===== src/logic/csi_fabric_pkg.sv =====
/*
 * Fabric segment and capsule header definitions for the upstream encoder.
 * Encoders and the top level refer to these by scoped names.
 */
package csi_fabric_pkg;

    // One fabric segment on the wire
    localparam int SEG_W = 320;

    // Capsule header, placed in the low bits of segment 0
    localparam int HDR_W = 224;

    // Payload bits that share segment 0 with the header
    localparam int SOP_DATA_W = SEG_W - HDR_W;

    typedef logic [SEG_W-1:0] seg_t;
    typedef logic [HDR_W-1:0] hdr_t;

endpackage


===== src/logic/csi_flow_pkg.sv =====
/*
 * Flow class codes, credit constants and encoder state encodings.
 * Shared by both encoders, the credit event interface and the ledger.
 */
package csi_flow_pkg;

    // Flow class carried with every beat
    typedef enum logic [1:0] {
        FLOW_NONE      = 2'd0,
        FLOW_CMPL      = 2'd1,
        FLOW_POSTED    = 2'd2,
        FLOW_NONPOSTED = 2'd3
    } flow_t;

    localparam int BEAT_CREDIT_W = 3;

    // Header plus minimum data, charged per one-segment beat
    localparam logic [BEAT_CREDIT_W-1:0] MIN_CAPSULE_CREDITS = 3'd2;

    // Kind of the beat held in the posted/completion input stage
    typedef enum logic [2:0] {
        PC_IDLE, PC_SOP, PC_PAYLOAD, PC_EOP, PC_SOP_EOP
    } pc_state_t;

endpackage


===== src/logic/credit_event_if.sv =====
/*
 * Accepted-beat credit report from one encoder to the credit ledger.
 * The encoder drives it through src, the ledger samples it through dst.
 */
interface credit_event_if #(
    parameter int CREDIT_W = 13
);

    logic                                  fire;
    csi_flow_pkg::flow_t                   flow;
    logic                                  first;
    logic                                  last;
    logic [csi_flow_pkg::BEAT_CREDIT_W-1:0] credits;

    // Beat charge widened to the ledger counter size
    logic [CREDIT_W-1:0]                   credits_ext;

    assign credits_ext = CREDIT_W'(credits);

    modport src (output fire, flow, first, last, credits);
    modport dst (input fire, flow, first, last, credits_ext);

endinterface


===== src/logic/nonposted_encoder.sv =====
/*
 * Encoder for header-only non-posted capsules, one segment each.
 * Capsules appear two ready cycles after they are sampled.
 */
module nonposted_encoder (
    input  logic                 clk,
    input  logic                 rst_n,
    input  csi_fabric_pkg::hdr_t np_header_i,
    input  logic                 np_sop_i,
    input  logic                 np_eop_i,
    input  logic                 np_rdy_i,
    output csi_fabric_pkg::seg_t np_seg_o,
    output logic                 np_vld_o,
    output logic                 np_sop_o,
    output logic                 np_eop_o,
    credit_event_if.src          evt_o
);

    csi_fabric_pkg::hdr_t r_hdr;
    logic                 in_flight_q;

    // A capsule is a single beat with both start and end set
    always_ff @(posedge clk)
    begin
        if (!rst_n)
        begin
            in_flight_q <= 1'b0;
            np_vld_o    <= 1'b0;
        end
        else if (np_rdy_i)
        begin
            in_flight_q <= np_sop_i && np_eop_i;
            np_vld_o    <= in_flight_q;
        end
    end

    always_ff @(posedge clk)
    begin
        if (np_rdy_i)
        begin
            r_hdr <= np_header_i;
            // Header only, upper bits zero
            np_seg_o <= csi_fabric_pkg::seg_t'(r_hdr);
        end
    end

    assign np_sop_o = np_vld_o;
    assign np_eop_o = np_vld_o;

    assign evt_o.fire    = np_vld_o && np_rdy_i;
    assign evt_o.flow    = csi_flow_pkg::FLOW_NONPOSTED;
    assign evt_o.first   = np_sop_o;
    assign evt_o.last    = np_eop_o;
    assign evt_o.credits = csi_flow_pkg::MIN_CAPSULE_CREDITS;

endmodule


===== src/flat_wrapper.sv =====
// flat-port wrapper written by rule: the top's interface ports become plain ports
module nonposted_encoder_flat 
  (clk, rst_n, np_header_i, np_sop_i, np_eop_i, np_rdy_i, np_seg_o, np_vld_o, np_sop_o, np_eop_o, evt_o_fire, evt_o_flow, evt_o_first, evt_o_last, evt_o_credits);
  credit_event_if evt_o_i ();
  input  logic clk;
  input  logic rst_n;
  input  csi_fabric_pkg::hdr_t np_header_i;
  input  logic np_sop_i;
  input  logic np_eop_i;
  input  logic np_rdy_i;
  output csi_fabric_pkg::seg_t np_seg_o;
  output logic np_vld_o;
  output logic np_sop_o;
  output logic np_eop_o;
  output wire logic [$bits(evt_o_i.fire)-1:0] evt_o_fire;
  output wire logic [$bits(evt_o_i.flow)-1:0] evt_o_flow;
  output wire logic [$bits(evt_o_i.first)-1:0] evt_o_first;
  output wire logic [$bits(evt_o_i.last)-1:0] evt_o_last;
  output wire logic [$bits(evt_o_i.credits)-1:0] evt_o_credits;
  assign evt_o_fire = evt_o_i.fire;
  assign evt_o_flow = evt_o_i.flow;
  assign evt_o_first = evt_o_i.first;
  assign evt_o_last = evt_o_i.last;
  assign evt_o_credits = evt_o_i.credits;
  nonposted_encoder u_core (.clk(clk), .rst_n(rst_n), .np_header_i(np_header_i), .np_sop_i(np_sop_i), .np_eop_i(np_eop_i), .np_rdy_i(np_rdy_i), .np_seg_o(np_seg_o), .np_vld_o(np_vld_o), .np_sop_o(np_sop_o), .np_eop_o(np_eop_o), .evt_o(evt_o_i));
endmodule

===== config.mk =====
export PLATFORM = sky130hd
export DESIGN_NAME = nonposted_encoder_flat
export DESIGN_NICKNAME = d
export VERILOG_FILES = /design/src/logic/csi_fabric_pkg.sv /design/src/logic/csi_flow_pkg.sv /design/src/logic/credit_event_if.sv /design/src/logic/nonposted_encoder.sv /design/src/flat_wrapper.sv
export SDC_FILE = /design/constraint.sdc
export NUM_CORES = 1
export LEC_CHECK = 0
export BUFFER_PORTS_ARGS = -buffer_cell sky130_fd_sc_hd__buf_2
export CAP_MARGIN = 20
export CORE_AREA = 10 10 212 214
export DETAILED_ROUTE_END_ITERATION = 7
export DIE_AREA = 0 0 222 224
export SYNTH_ARGS = -nofsm -noshare
export SYNTH_HDL_FRONTEND = slang
export SYNTH_SLANG_ARGS = --single-unit

===== constraint.sdc =====
create_clock -name clk -period 0.8 [get_ports clk]
set_clock_uncertainty 0.05 [all_clocks]
set_input_delay 0.16 -clock clk [delete_from_list [all_inputs] [get_ports clk]]
set_output_delay 0.16 -clock clk [all_outputs]
set_load 0.01 [all_outputs]

# Word level (Yosys, flattened, before mapping)
# Cells that the tools add are included.
# word_totals
latch_bits	0
ram_bits	0
rom_bits	0
word_cells	6
register_bits	450
n_memories	0
# classes
n_eq_ne	0
n_lt_le_gt_ge	0
n_div	0
multipliers	0
n_bitwise	0
add_sub_neg	0
shifts	0
muxes	0
reduce_logical	2
# op_table
cell	count
$logic_and 1x1->1	2

# Logic depth before layout (Yosys ltp)
# Gate-level depths: netlist of the first run.
# logic_depth
ltp_word	1
ltp_mapped	2
mapped_depth_nobuf	2

# Worst setup path before layout of the first run
# OpenSTA, ideal clock, no wires.
# synth_timing
path_type	reg2out
start	register u_core.np_vld_o, in the netlist u_core.evt_o.first
end	output port evt_o_fire
stages_incl_launch_ff	2
t_required_ns	0.590
path_slack_ns	-0.044
t_arrival_ns	0.634
cell_sequence	dfxtp_1 -> and2_2
# synth_between
elab_chain_len	1
# synth_rtl
item	line_no	source
start: declaration	nonposted_encoder.sv:13	output logic np_vld_o,
start signal: assignment	nonposted_encoder.sv:33	np_vld_o <= in_flight_q;
$logic_and 1x1->1	nonposted_encoder.sv:50	assign evt_o.fire = np_vld_o && np_rdy_i;
end: declaration	flat_wrapper.sv:15	output wire logic [$bits(evt_o_i.fire)-1:0] evt_o_fire;
# Every way passes these cells.

# Worst setup path in the final report of the first run
# layout_timing
start	register u_core.np_seg_o[18]
end	output port np_seg_o[18]
# layout_lines
item	line_no	source
start: declaration	nonposted_encoder.sv:12	output csi_fabric_pkg::seg_t np_seg_o,
start signal: assignment	nonposted_encoder.sv:43	np_seg_o <= csi_fabric_pkg::seg_t'(r_hdr);
end: declaration	flat_wrapper.sv:11	output csi_fabric_pkg::seg_t np_seg_o;
# No word-level cell between the ends.

==> flow_summary.toml, run 1 <==
[run_status]
status = "finished, violations left"
violations = "negative hold slack, negative setup slack"

[global_routing]
grt_max_degree = 38
grt_pass1_wl_um = 53900
grt_util_all_layers = 0.142
antenna_found_initial = 3
grt_pass1_vias = 8521
gr-total-overflow = 0

[critical_path]
worstPathMaxFanout = 1
worstPathArrival_ns = 1.15
cp-start-kind = "flip-flop"
crit_family = "flip-flops"
critical_path_class = "flip-flop to output port"
cpPeakStageDelay_ns = 0.43
cp_num_buf_inv = 1
required_ns = 0.59
crit_path_end_kind = "output port"
path_cells = "buf_2"
cpMaxStageDelayCell = "edfxtp_1"

[cells_and_area]
final_cell_mix = "edfxtp_1 (448), buf_2 (433), dlygate4sd3_1 (227)"
drive_gt1_frac = 0.417
final_area_sq_um = 21200
fin_util = 0.523
syn2layout_area_growth_pct = 48.1
finalNonFillerCells = 1895
fin_nets = 1555
mostFrequentLayoutCell = "edfxtp_1"

[floorplanning]
core_area_sq_um = 40600
design.die.area_sq_um = 49700
die-width_um = 222
rows = 74
io_pins = 560
die_y_um = 224
start_util = 0.353

[logic_synthesis]
synth_cells = 563
ys_warn_count = 0
ys_types = 10
avgSynthCellArea_sq_um = 25.5
ys_ff_latch = 450
synth.yosys.seq_area_share = 0.942
synth_area_sq_um = 14300

[placement]
gp_congestion = 0.733
post-dp-hpwl_um = 26100
dpl-instance-area_sq_um = 17200
post-place-ws_ns = -0.319
place_inst = 1582
port_buffers = 458

[timing]
fin_crit_ns = 1.36
max_freq_mhz = 733
rsz0062_at_grt = "true"
finalWorstSetupSlack_ns = -0.564
fin_hold_ws_ns = -0.0187
setup-violations-final = 230
fin_crit_sh = 1.71
drv_slew = 0
final_hold_viol_count = 4

[cts]
cts_buffer_depth = 3
h-tree-depth = 2
holdBufCountCts = 227
cts_root_buf = "clkbuf_16"
clk_latency_ns = 0.55
cts_made_buffers = 45
clk_pin_slew_ns = 0.06
cts_tree = "yes"
cts.sinks = 450

[power]
ir_drop_mv = 1.93
power_density_nw_per_um2 = 2530
p_leak_nw = 8.51

[detailed_routing]
viasPerCell = 4.09
post_drt_wl_per_cell_um = 19.8
drt_wl_total_um = 37600
vias = 7753
dr.pass1.iters = 5
dr.first_iter.drc_count = 676
ant_nets = 0
drc = 0

[hold_path]
hp-class = "input port to flip-flop"

[flow_run]
cap_viol_max_count = 0
flip-flops by register name, summed over array words and instances, names as in the netlist:
register / flops
u_core.r_hdr: 224
u_core.np_seg_o: 224
u_core.in_flight_q: 1
u_core.evt_o.first: 1
per-stage QoR:
step                      setup TNS, ns  power, mW
final                           -111.76       53.8
after global routing            -124.90       55.7
after CTS                       -122.34       54.2
after detailed placement        -107.31       31.8
after global placement          -102.33       31.7
after floorplan                       0       29.8
layout make-up:
cell class              count  area, sq um
fillers                  3157        19300
flip-flops and latches    450        13500
repair buffers            722         5110
clock buffers              49         1140
well taps                 532          666
multi-input cells         107          422
clock inverters            33          382
diodes                      2         5.00
cells in the mapped netlist:
master / count / area share
nand3b_1: 1 / 0.00052
nand2_1: 1 / 0.00026
mux2i_1: 1 / 0.00070
edfxtp_1: 448 / 0.94
conb_1: 2 / 0.00052
nor2b_1: 1 / 0.00044
dfxtp_1: 2 / 0.0028
buf_4: 105 / 0.055
nand4_1: 1 / 0.00044
and2_2: 1 / 0.00052
layer usage:
layer  vias up  GRT usage  wire (um)
li1       3513          -          -
met1      3777      0.159      13900
met2       410      0.249      19600
met3        53     0.0507       3150
met4         0     0.0467        872
met5         -          0          0
final timing paths:
check / startpoint / to / slack, ns / cells after the start
worst max-delay path: u_core.np_seg_o[18]$_DFFE_PP_ / np_seg_o[18] / -0.56 / 1
worst min-delay path: np_rdy_i / u_core.r_hdr[7]$_DFFE_PP_ / -0.02 / 2
worst max register to register: u_core.r_hdr[98]$_DFFE_PP_ / u_core.np_seg_o[98]$_DFFE_PP_ / 0.02 / 0
worst min register to register: u_core.r_hdr[10]$_DFFE_PP_ / u_core.np_seg_o[10]$_DFFE_PP_ / 0.35 / 0
timing repair:
action | CTS | global route
gates resized for setup | 14 | 18
gates cloned | 0 | 0
endpoints found under the hold margin | 231 | 4
setup endpoints to repair | 230 | 230
setup buffers | 1 | 1
report_power, final:
| part | internal (mW) | leakage [nW] | switching (mW) |
|---|---|---|---|
| combinational | 1.85 | 3.37 | 1.94 |
| clock | 12.9 | 0.740 | 8.56 |
| sequential | 28.0 | 4.40 | 0.537 |
| total | 42.7 | 8.51 | 11.0 |
logic make-up (layout without fill, tap and decap cells):
family | Yosys count | in the layout | synth area share
flops | 450 | 450 | 0.942
buf+inv | 105 | 804 | 0.0550
simple gates | 5 | 5 | 0.00218
other cells | 2 | 103 | 0.000524
mux | 1 | 1 | 0.000699
Power figures use the tool's default switching activity.
==> inputs of run 2 (changes only) <==
--- a/config.mk
+++ b/config.mk
@@ -10,6 +10,7 @@
 export CORE_AREA = 10 10 212 214
 export DETAILED_ROUTE_END_ITERATION = 7
 export DIE_AREA = 0 0 222 224
+export MAX_ROUTING_LAYER = met4
 export SYNTH_ARGS = -nofsm -noshare
 export SYNTH_HDL_FRONTEND = slang
 export SYNTH_SLANG_ARGS = --single-unit
==> constraint.sdc (replaced) <==
create_clock -name clk -period 1.3 [get_ports clk]
set_clock_uncertainty 0.05 [all_clocks]
set_input_delay 0.26 -clock clk [delete_from_list [all_inputs] [get_ports clk]]
set_output_delay 0.26 -clock clk [all_outputs]
set_load 0.01 [all_outputs]
==> run 2 against run 1 <==
- the run ends with negative setup slack left
- wire length about the same
- core utilization decreased by 0.47 points
- register-to-register slack improved by 0.44 ns
- sequential share of layout area increased by 0.56 points
- critical path type unchanged
==> flow_summary.toml, run 2 (same netlist as run 1, synthesis figures left out) <==
[floorplanning]
core_area_sq_um = 40600
rows = 74
io_pins = 560
die-width_um = 222
design.die.area_sq_um = 49700
start_util = 0.353
die_y_um = 224

[run_status]
status = "finished, violations left"
violations = "negative setup slack"

[power]
internal-power_mw = 25.3
swShare = 0.207
p_seq_frac = 0.550
power_frac_clock = 0.377
switchingPower_mw = 6.61
p_leak_nw = 8.41
power_density_nw_per_um2 = 1520
power_frac_comb = 0.073
total_power_mw = 31.9
ir_drop_mv = 1.09

[cells_and_area]
final_area_sq_um = 21000
multi_input_area_sq_um = 422
syn2layout_area_growth_pct = 46.7
fin_util = 0.519
n_fill_cell = 3173
drive_gt1_frac = 0.408
final_cell_mix = "edfxtp_1 (448), buf_2 (435), dlygate4sd3_1 (227)"
regArea_sq_um = 13500
fin_nets = 1551
reg.largest.list = "u_core.np_seg_o (224), u_core.r_hdr (224)"
finalNonFillerCells = 1888
mostFrequentLayoutCell = "edfxtp_1"

[hold_path]
hp-class = "input port to flip-flop"

[critical_path]
cp-start-kind = "flip-flop"
cpPeakStageDelay_ns = 0.44
path_depth = 1
crit_path_start = "u_core.np_seg_o[146]$_DFFE_PP_"
critical_path_class = "flip-flop to output port"
reg2reg_from = "u_core.evt_o.first$_SDFFE_PN0P_"
path_cells = "buf_2"
r2r-end = "u_core.evt_o.first$_SDFFE_PN0P_"
required_ns = 0.99
worstPathMaxFanout = 1
crit_path_end_kind = "output port"
cp_num_buf_inv = 1
cpMaxStageDelayCell = "edfxtp_1"
crit_family = "flip-flops"
reg2reg_slack_ns = 0.46
worstPathArrival_ns = 1.17
r2r_cells = 3
crit_path_end = "np_seg_o[146]"

[timing]
max_freq_mhz = 676
setup-violations-final = 230
rsz0062_at_grt = "true"
fin_hold_ws_ns = 0.0998
drv_slew = 0
fin_crit_sh = 1.14
fin_tns_setup_ns = -21.46
fin_crit_ns = 1.48
finalWorstSetupSlack_ns = -0.179
final_hold_viol_count = 0

[detailed_routing]
drt_wl_total_um = 37600
post_drt_wl_per_cell_um = 19.9
viasPerCell = 4.06
drc = 0
vias = 7664
dr.pass1.iters = 5
ant_nets = 0
dr.first_iter.drc_count = 629

[cts]
clk_pin_slew_ns = 0.06
cts_tree = "yes"
cts.sinks = 450
cts_root_buf = "clkbuf_16"
h-tree-depth = 2
cts_made_buffers = 46
clk_latency_ns = 0.56
cts_buffer_depth = 3

[placement]
post-place-ws_ns = 0.0685
port_buffers = 458
place_inst = 1579
dpl-instance-area_sq_um = 17200
gp_congestion = 0.784
post-dp-hpwl_um = 26600

[flow_run]
cap_viol_max_count = 0

[global_routing]
grt_pass1_wl_um = 54400
antenna_found_initial = 5
gr-total-overflow = 0
grt_pass1_vias = 8514
grt_util_all_layers = 0.149
grt_max_degree = 52
-- run 2: layer usage --
layer / GRT usage / wire length [um] / share of wire / vias up
met2: 0.248 / 19600 / 0.52 / 377
met3: 0.0466 / 2860 / 0.076 / 56
met1: 0.167 / 14300 / 0.38 / 3720
li1: - / - / - / 3511
met5: - / 0 / 0 / -
met4: 0.0557 / 860 / 0.023 / 0
-- run 2: power by group through the flow --
stage | sequential [mW] | clock, mW | combinational, mW
final | 17.5 | 12.0 | 2.33
after global placement | 17.8 | 0 | 1.70
after CTS | 17.5 | 12.4 | 2.29
after floorplan | 18.0 | 0 | 0.360
after global routing | 17.6 | 13.0 | 2.49
after detailed placement | 17.8 | 0 | 1.72
-- run 2: layout make-up --
cell class,instances,area share
multi-input combinational,107,0.0201
clock buffer,53,0.0570
clock inverter,25,0.00809
sequential,450,0.642
tap,532,0.0317
timing repair buffer,717,0.241
antenna,4,0.000476
-- run 2: worst min-delay path by stage --
stage                                      startpoint  depth (start not counted)  slack [ns]                              to
after floorplan                        np_header_i[0]                          0        0.31       u_core.r_hdr[0]$_DFFE_PP_
after global placement    u_core.r_hdr[177]$_DFFE_PP_                          0        0.35  u_core.np_seg_o[177]$_DFFE_PP_
after detailed placement    u_core.r_hdr[0]$_DFFE_PP_                          0        0.35    u_core.np_seg_o[0]$_DFFE_PP_
after CTS                                    np_rdy_i                          2        0.06   u_core.np_seg_o[98]$_DFFE_PP_
after global routing                         np_rdy_i                          2        0.08   u_core.np_seg_o[98]$_DFFE_PP_
final                                        np_rdy_i                          2         0.1   u_core.np_seg_o[98]$_DFFE_PP_
-- run 2: what timing repair did --
| item | CTS | global route |
|---|---|---|
| buffers inserted | 0 | 0 |
| resized for setup | 13 | 19 |
| endpoints found under the setup margin | 230 | 230 |
| hold endpoints to repair | 226 | 0 |
| hold buffers | 227 | 0 |
==> inputs of run 3 (changes only) <==
==> constraint.sdc (replaced) <==
create_clock -name clk -period 1.5 [get_ports clk]
set_clock_uncertainty 0.05 [all_clocks]
set_input_delay 0.3 -clock clk [delete_from_list [all_inputs] [get_ports clk]]
set_output_delay 0.3 -clock clk [all_outputs]
set_load 0.01 [all_outputs]
==> run 3 against run 2 <==
- highest routed layer unchanged
- largest cell class unchanged
- sequential share of layout area down 0.11 points
- clock power fell by 5%
- register-to-register slack improved by 0.21 ns
- largest power group unchanged
- the flow still finishes with violations (negative setup slack)
- wire length shrank 2.8%
- hold slack got worse by 0.019 ns
==> flow_summary.toml, run 3 (same netlist as run 1, synthesis figures left out) <==
[critical_path]
worstPathArrival_ns = 1.15
required_ns = 1.15
cp_num_buf_inv = 1
cp-start-kind = "flip-flop"
crit_path_end_kind = "output port"
path_cells = "buf_2"
cpMaxStageDelayCell = "edfxtp_1"
critical_path_class = "flip-flop to output port"
path_depth = 1
worstPathMaxFanout = 1
cpPeakStageDelay_ns = 0.43
reg2reg_from = "u_core.evt_o.first$_SDFFE_PN0P_"
reg2reg_slack_ns = 0.67
r2r-end = "u_core.evt_o.first$_SDFFE_PN0P_"
crit_family = "flip-flops"
r2r_cells = 3

[run_status]
status = "finished, violations left"
violations = "negative setup slack"

[timing]
fin_crit_sh = 1.00
rsz0062_at_grt = "true"
drv_slew = 0
setup-violations-final = 1
max_freq_mhz = 665
fin_crit_ns = 1.50
finalWorstSetupSlack_ns = -0.00265
final_hold_viol_count = 0

[cells_and_area]
final_area_sq_um = 21100
fin_nets = 1546
final_cell_mix = "edfxtp_1 (448), buf_2 (447), dlygate4sd3_1 (227)"
drive_gt1_frac = 0.410
mostFrequentLayoutCell = "edfxtp_1"
reg.largest.list = "u_core.np_seg_o (224), u_core.r_hdr (224)"
syn2layout_area_growth_pct = 47.0

[detailed_routing]
dr.pass1.iters = 4
vias = 7630
ant_nets = 0
dr.first_iter.drc_count = 616
drc = 0
drt_wl_total_um = 36600
post_drt_wl_per_cell_um = 19.3
viasPerCell = 4.03

[global_routing]
antenna_found_initial = 8
gr-total-overflow = 0
grt_max_degree = 56
grt_util_all_layers = 0.146
grt_pass1_wl_um = 53500
grt_pass1_vias = 8377

[floorplanning]
die-width_um = 222
design.die.area_sq_um = 49700
die_y_um = 224
io_pins = 560
rows = 74
start_util = 0.353
core_area_sq_um = 40600

[power]
power_density_nw_per_um2 = 1350
ir_drop_mv = 0.823
p_leak_nw = 8.43
total_power_mw = 28.5

[placement]
port_buffers = 458
dpl-instance-area_sq_um = 17200
gp_congestion = 0.793
post-dp-hpwl_um = 25800

[cts]
clk_latency_ns = 0.54
clk_pin_slew_ns = 0.06
h-tree-depth = 2
cts_buffer_depth = 3
cts.sinks = 450
cts_made_buffers = 46
cts_root_buf = "clkbuf_16"
cts_tree = "yes"

[flow_run]
cap_viol_max_count = 0

[hold_path]
hp-start = "np_rdy_i"
hp-class = "input port to flip-flop"
hold-path-endpoint = "u_core.r_hdr[188]$_DFFE_PP_"
min_path_cells = 1
[run 3: cell types whose count changed in the layout (fill, tap and decap cells not counted), sizes merged]
cell,delta
buf,-5
bufinv,+4
clkbuf,+1
clkinv,-3
diode,+4
inv,+3
[run 3: metal layers]
layer  up-vias  wire length, um  track usage
met5         -                0            -
met4         0              785       0.0529
met3        50             2900       0.0465
met2       354            18800        0.240
met1      3713            14000        0.165
li1       3513                -            -
[run 3: stage by stage]
stage	hold slack, ns	TNS (ns)	utilization	worst slack [ns]	instances
after floorplan	0.349	0	-	0.516	662
after global placement	0.350	0	0.423	0.113	1572
after detailed placement	0.355	0	0.423	0.107	1572
after CTS	0.0370	-0.497	0.519	-0.0584	1884
after global routing	0.0512	-0.576	0.520	-0.0491	1892
final	0.0810	-0.00265	0.520	-0.00265	1892
[run 3: how the worst max path moves through the flow]
stage                                               start                       endpoint  slack (ns)
after floorplan           u_core.evt_o.first$_SDFFE_PN0P_                     evt_o_fire        0.52
after global placement                           np_rdy_i    u_core.r_hdr[127]$_DFFE_PP_        0.11
after detailed placement                         np_rdy_i  u_core.np_seg_o[47]$_DFFE_PP_        0.11
after CTS                  u_core.np_seg_o[211]$_DFFE_PP_                  np_seg_o[211]       -0.06
after global routing       u_core.np_seg_o[211]$_DFFE_PP_                  np_seg_o[211]       -0.05
final                      u_core.np_seg_o[211]$_DFFE_PP_                  np_seg_o[211]      -0.003
[run 3: report_power, final]
part | leakage [nW] | internal, mW | switching [mW]
combinational | 3.29 | 0.941 | 1.03
clock | 0.736 | 6.80 | 4.56
sequential | 4.40 | 14.9 | 0.266
[run 3: final cells by class]
cell class | count | area [sq um]
clock inverter | 29 | 315
timing repair buffer | 712 | 4950
fill | 3195 | 19500
sequential | 450 | 13500
tap | 532 | 666
multi-input combinational | 107 | 422
clock buffer | 54 | 1200
antenna | 8 | 20.0
[run 3: worst reg2reg max path: cells and delay by family, from the launching register on]
family                 cells  cell delay [ns]
muxes                      1             0.14
buffers and inverters      1             0.11
DFF                        1             0.35
and+or+nand+nor            1             0.06
[run 3: repair_timing]
action,CTS,global route
endpoints found under the setup margin,23,27
buffers inserted,2,0
resized for setup,14,2
hold endpoints to repair,226,0
pin swaps,0,0
hold buffers,227,0
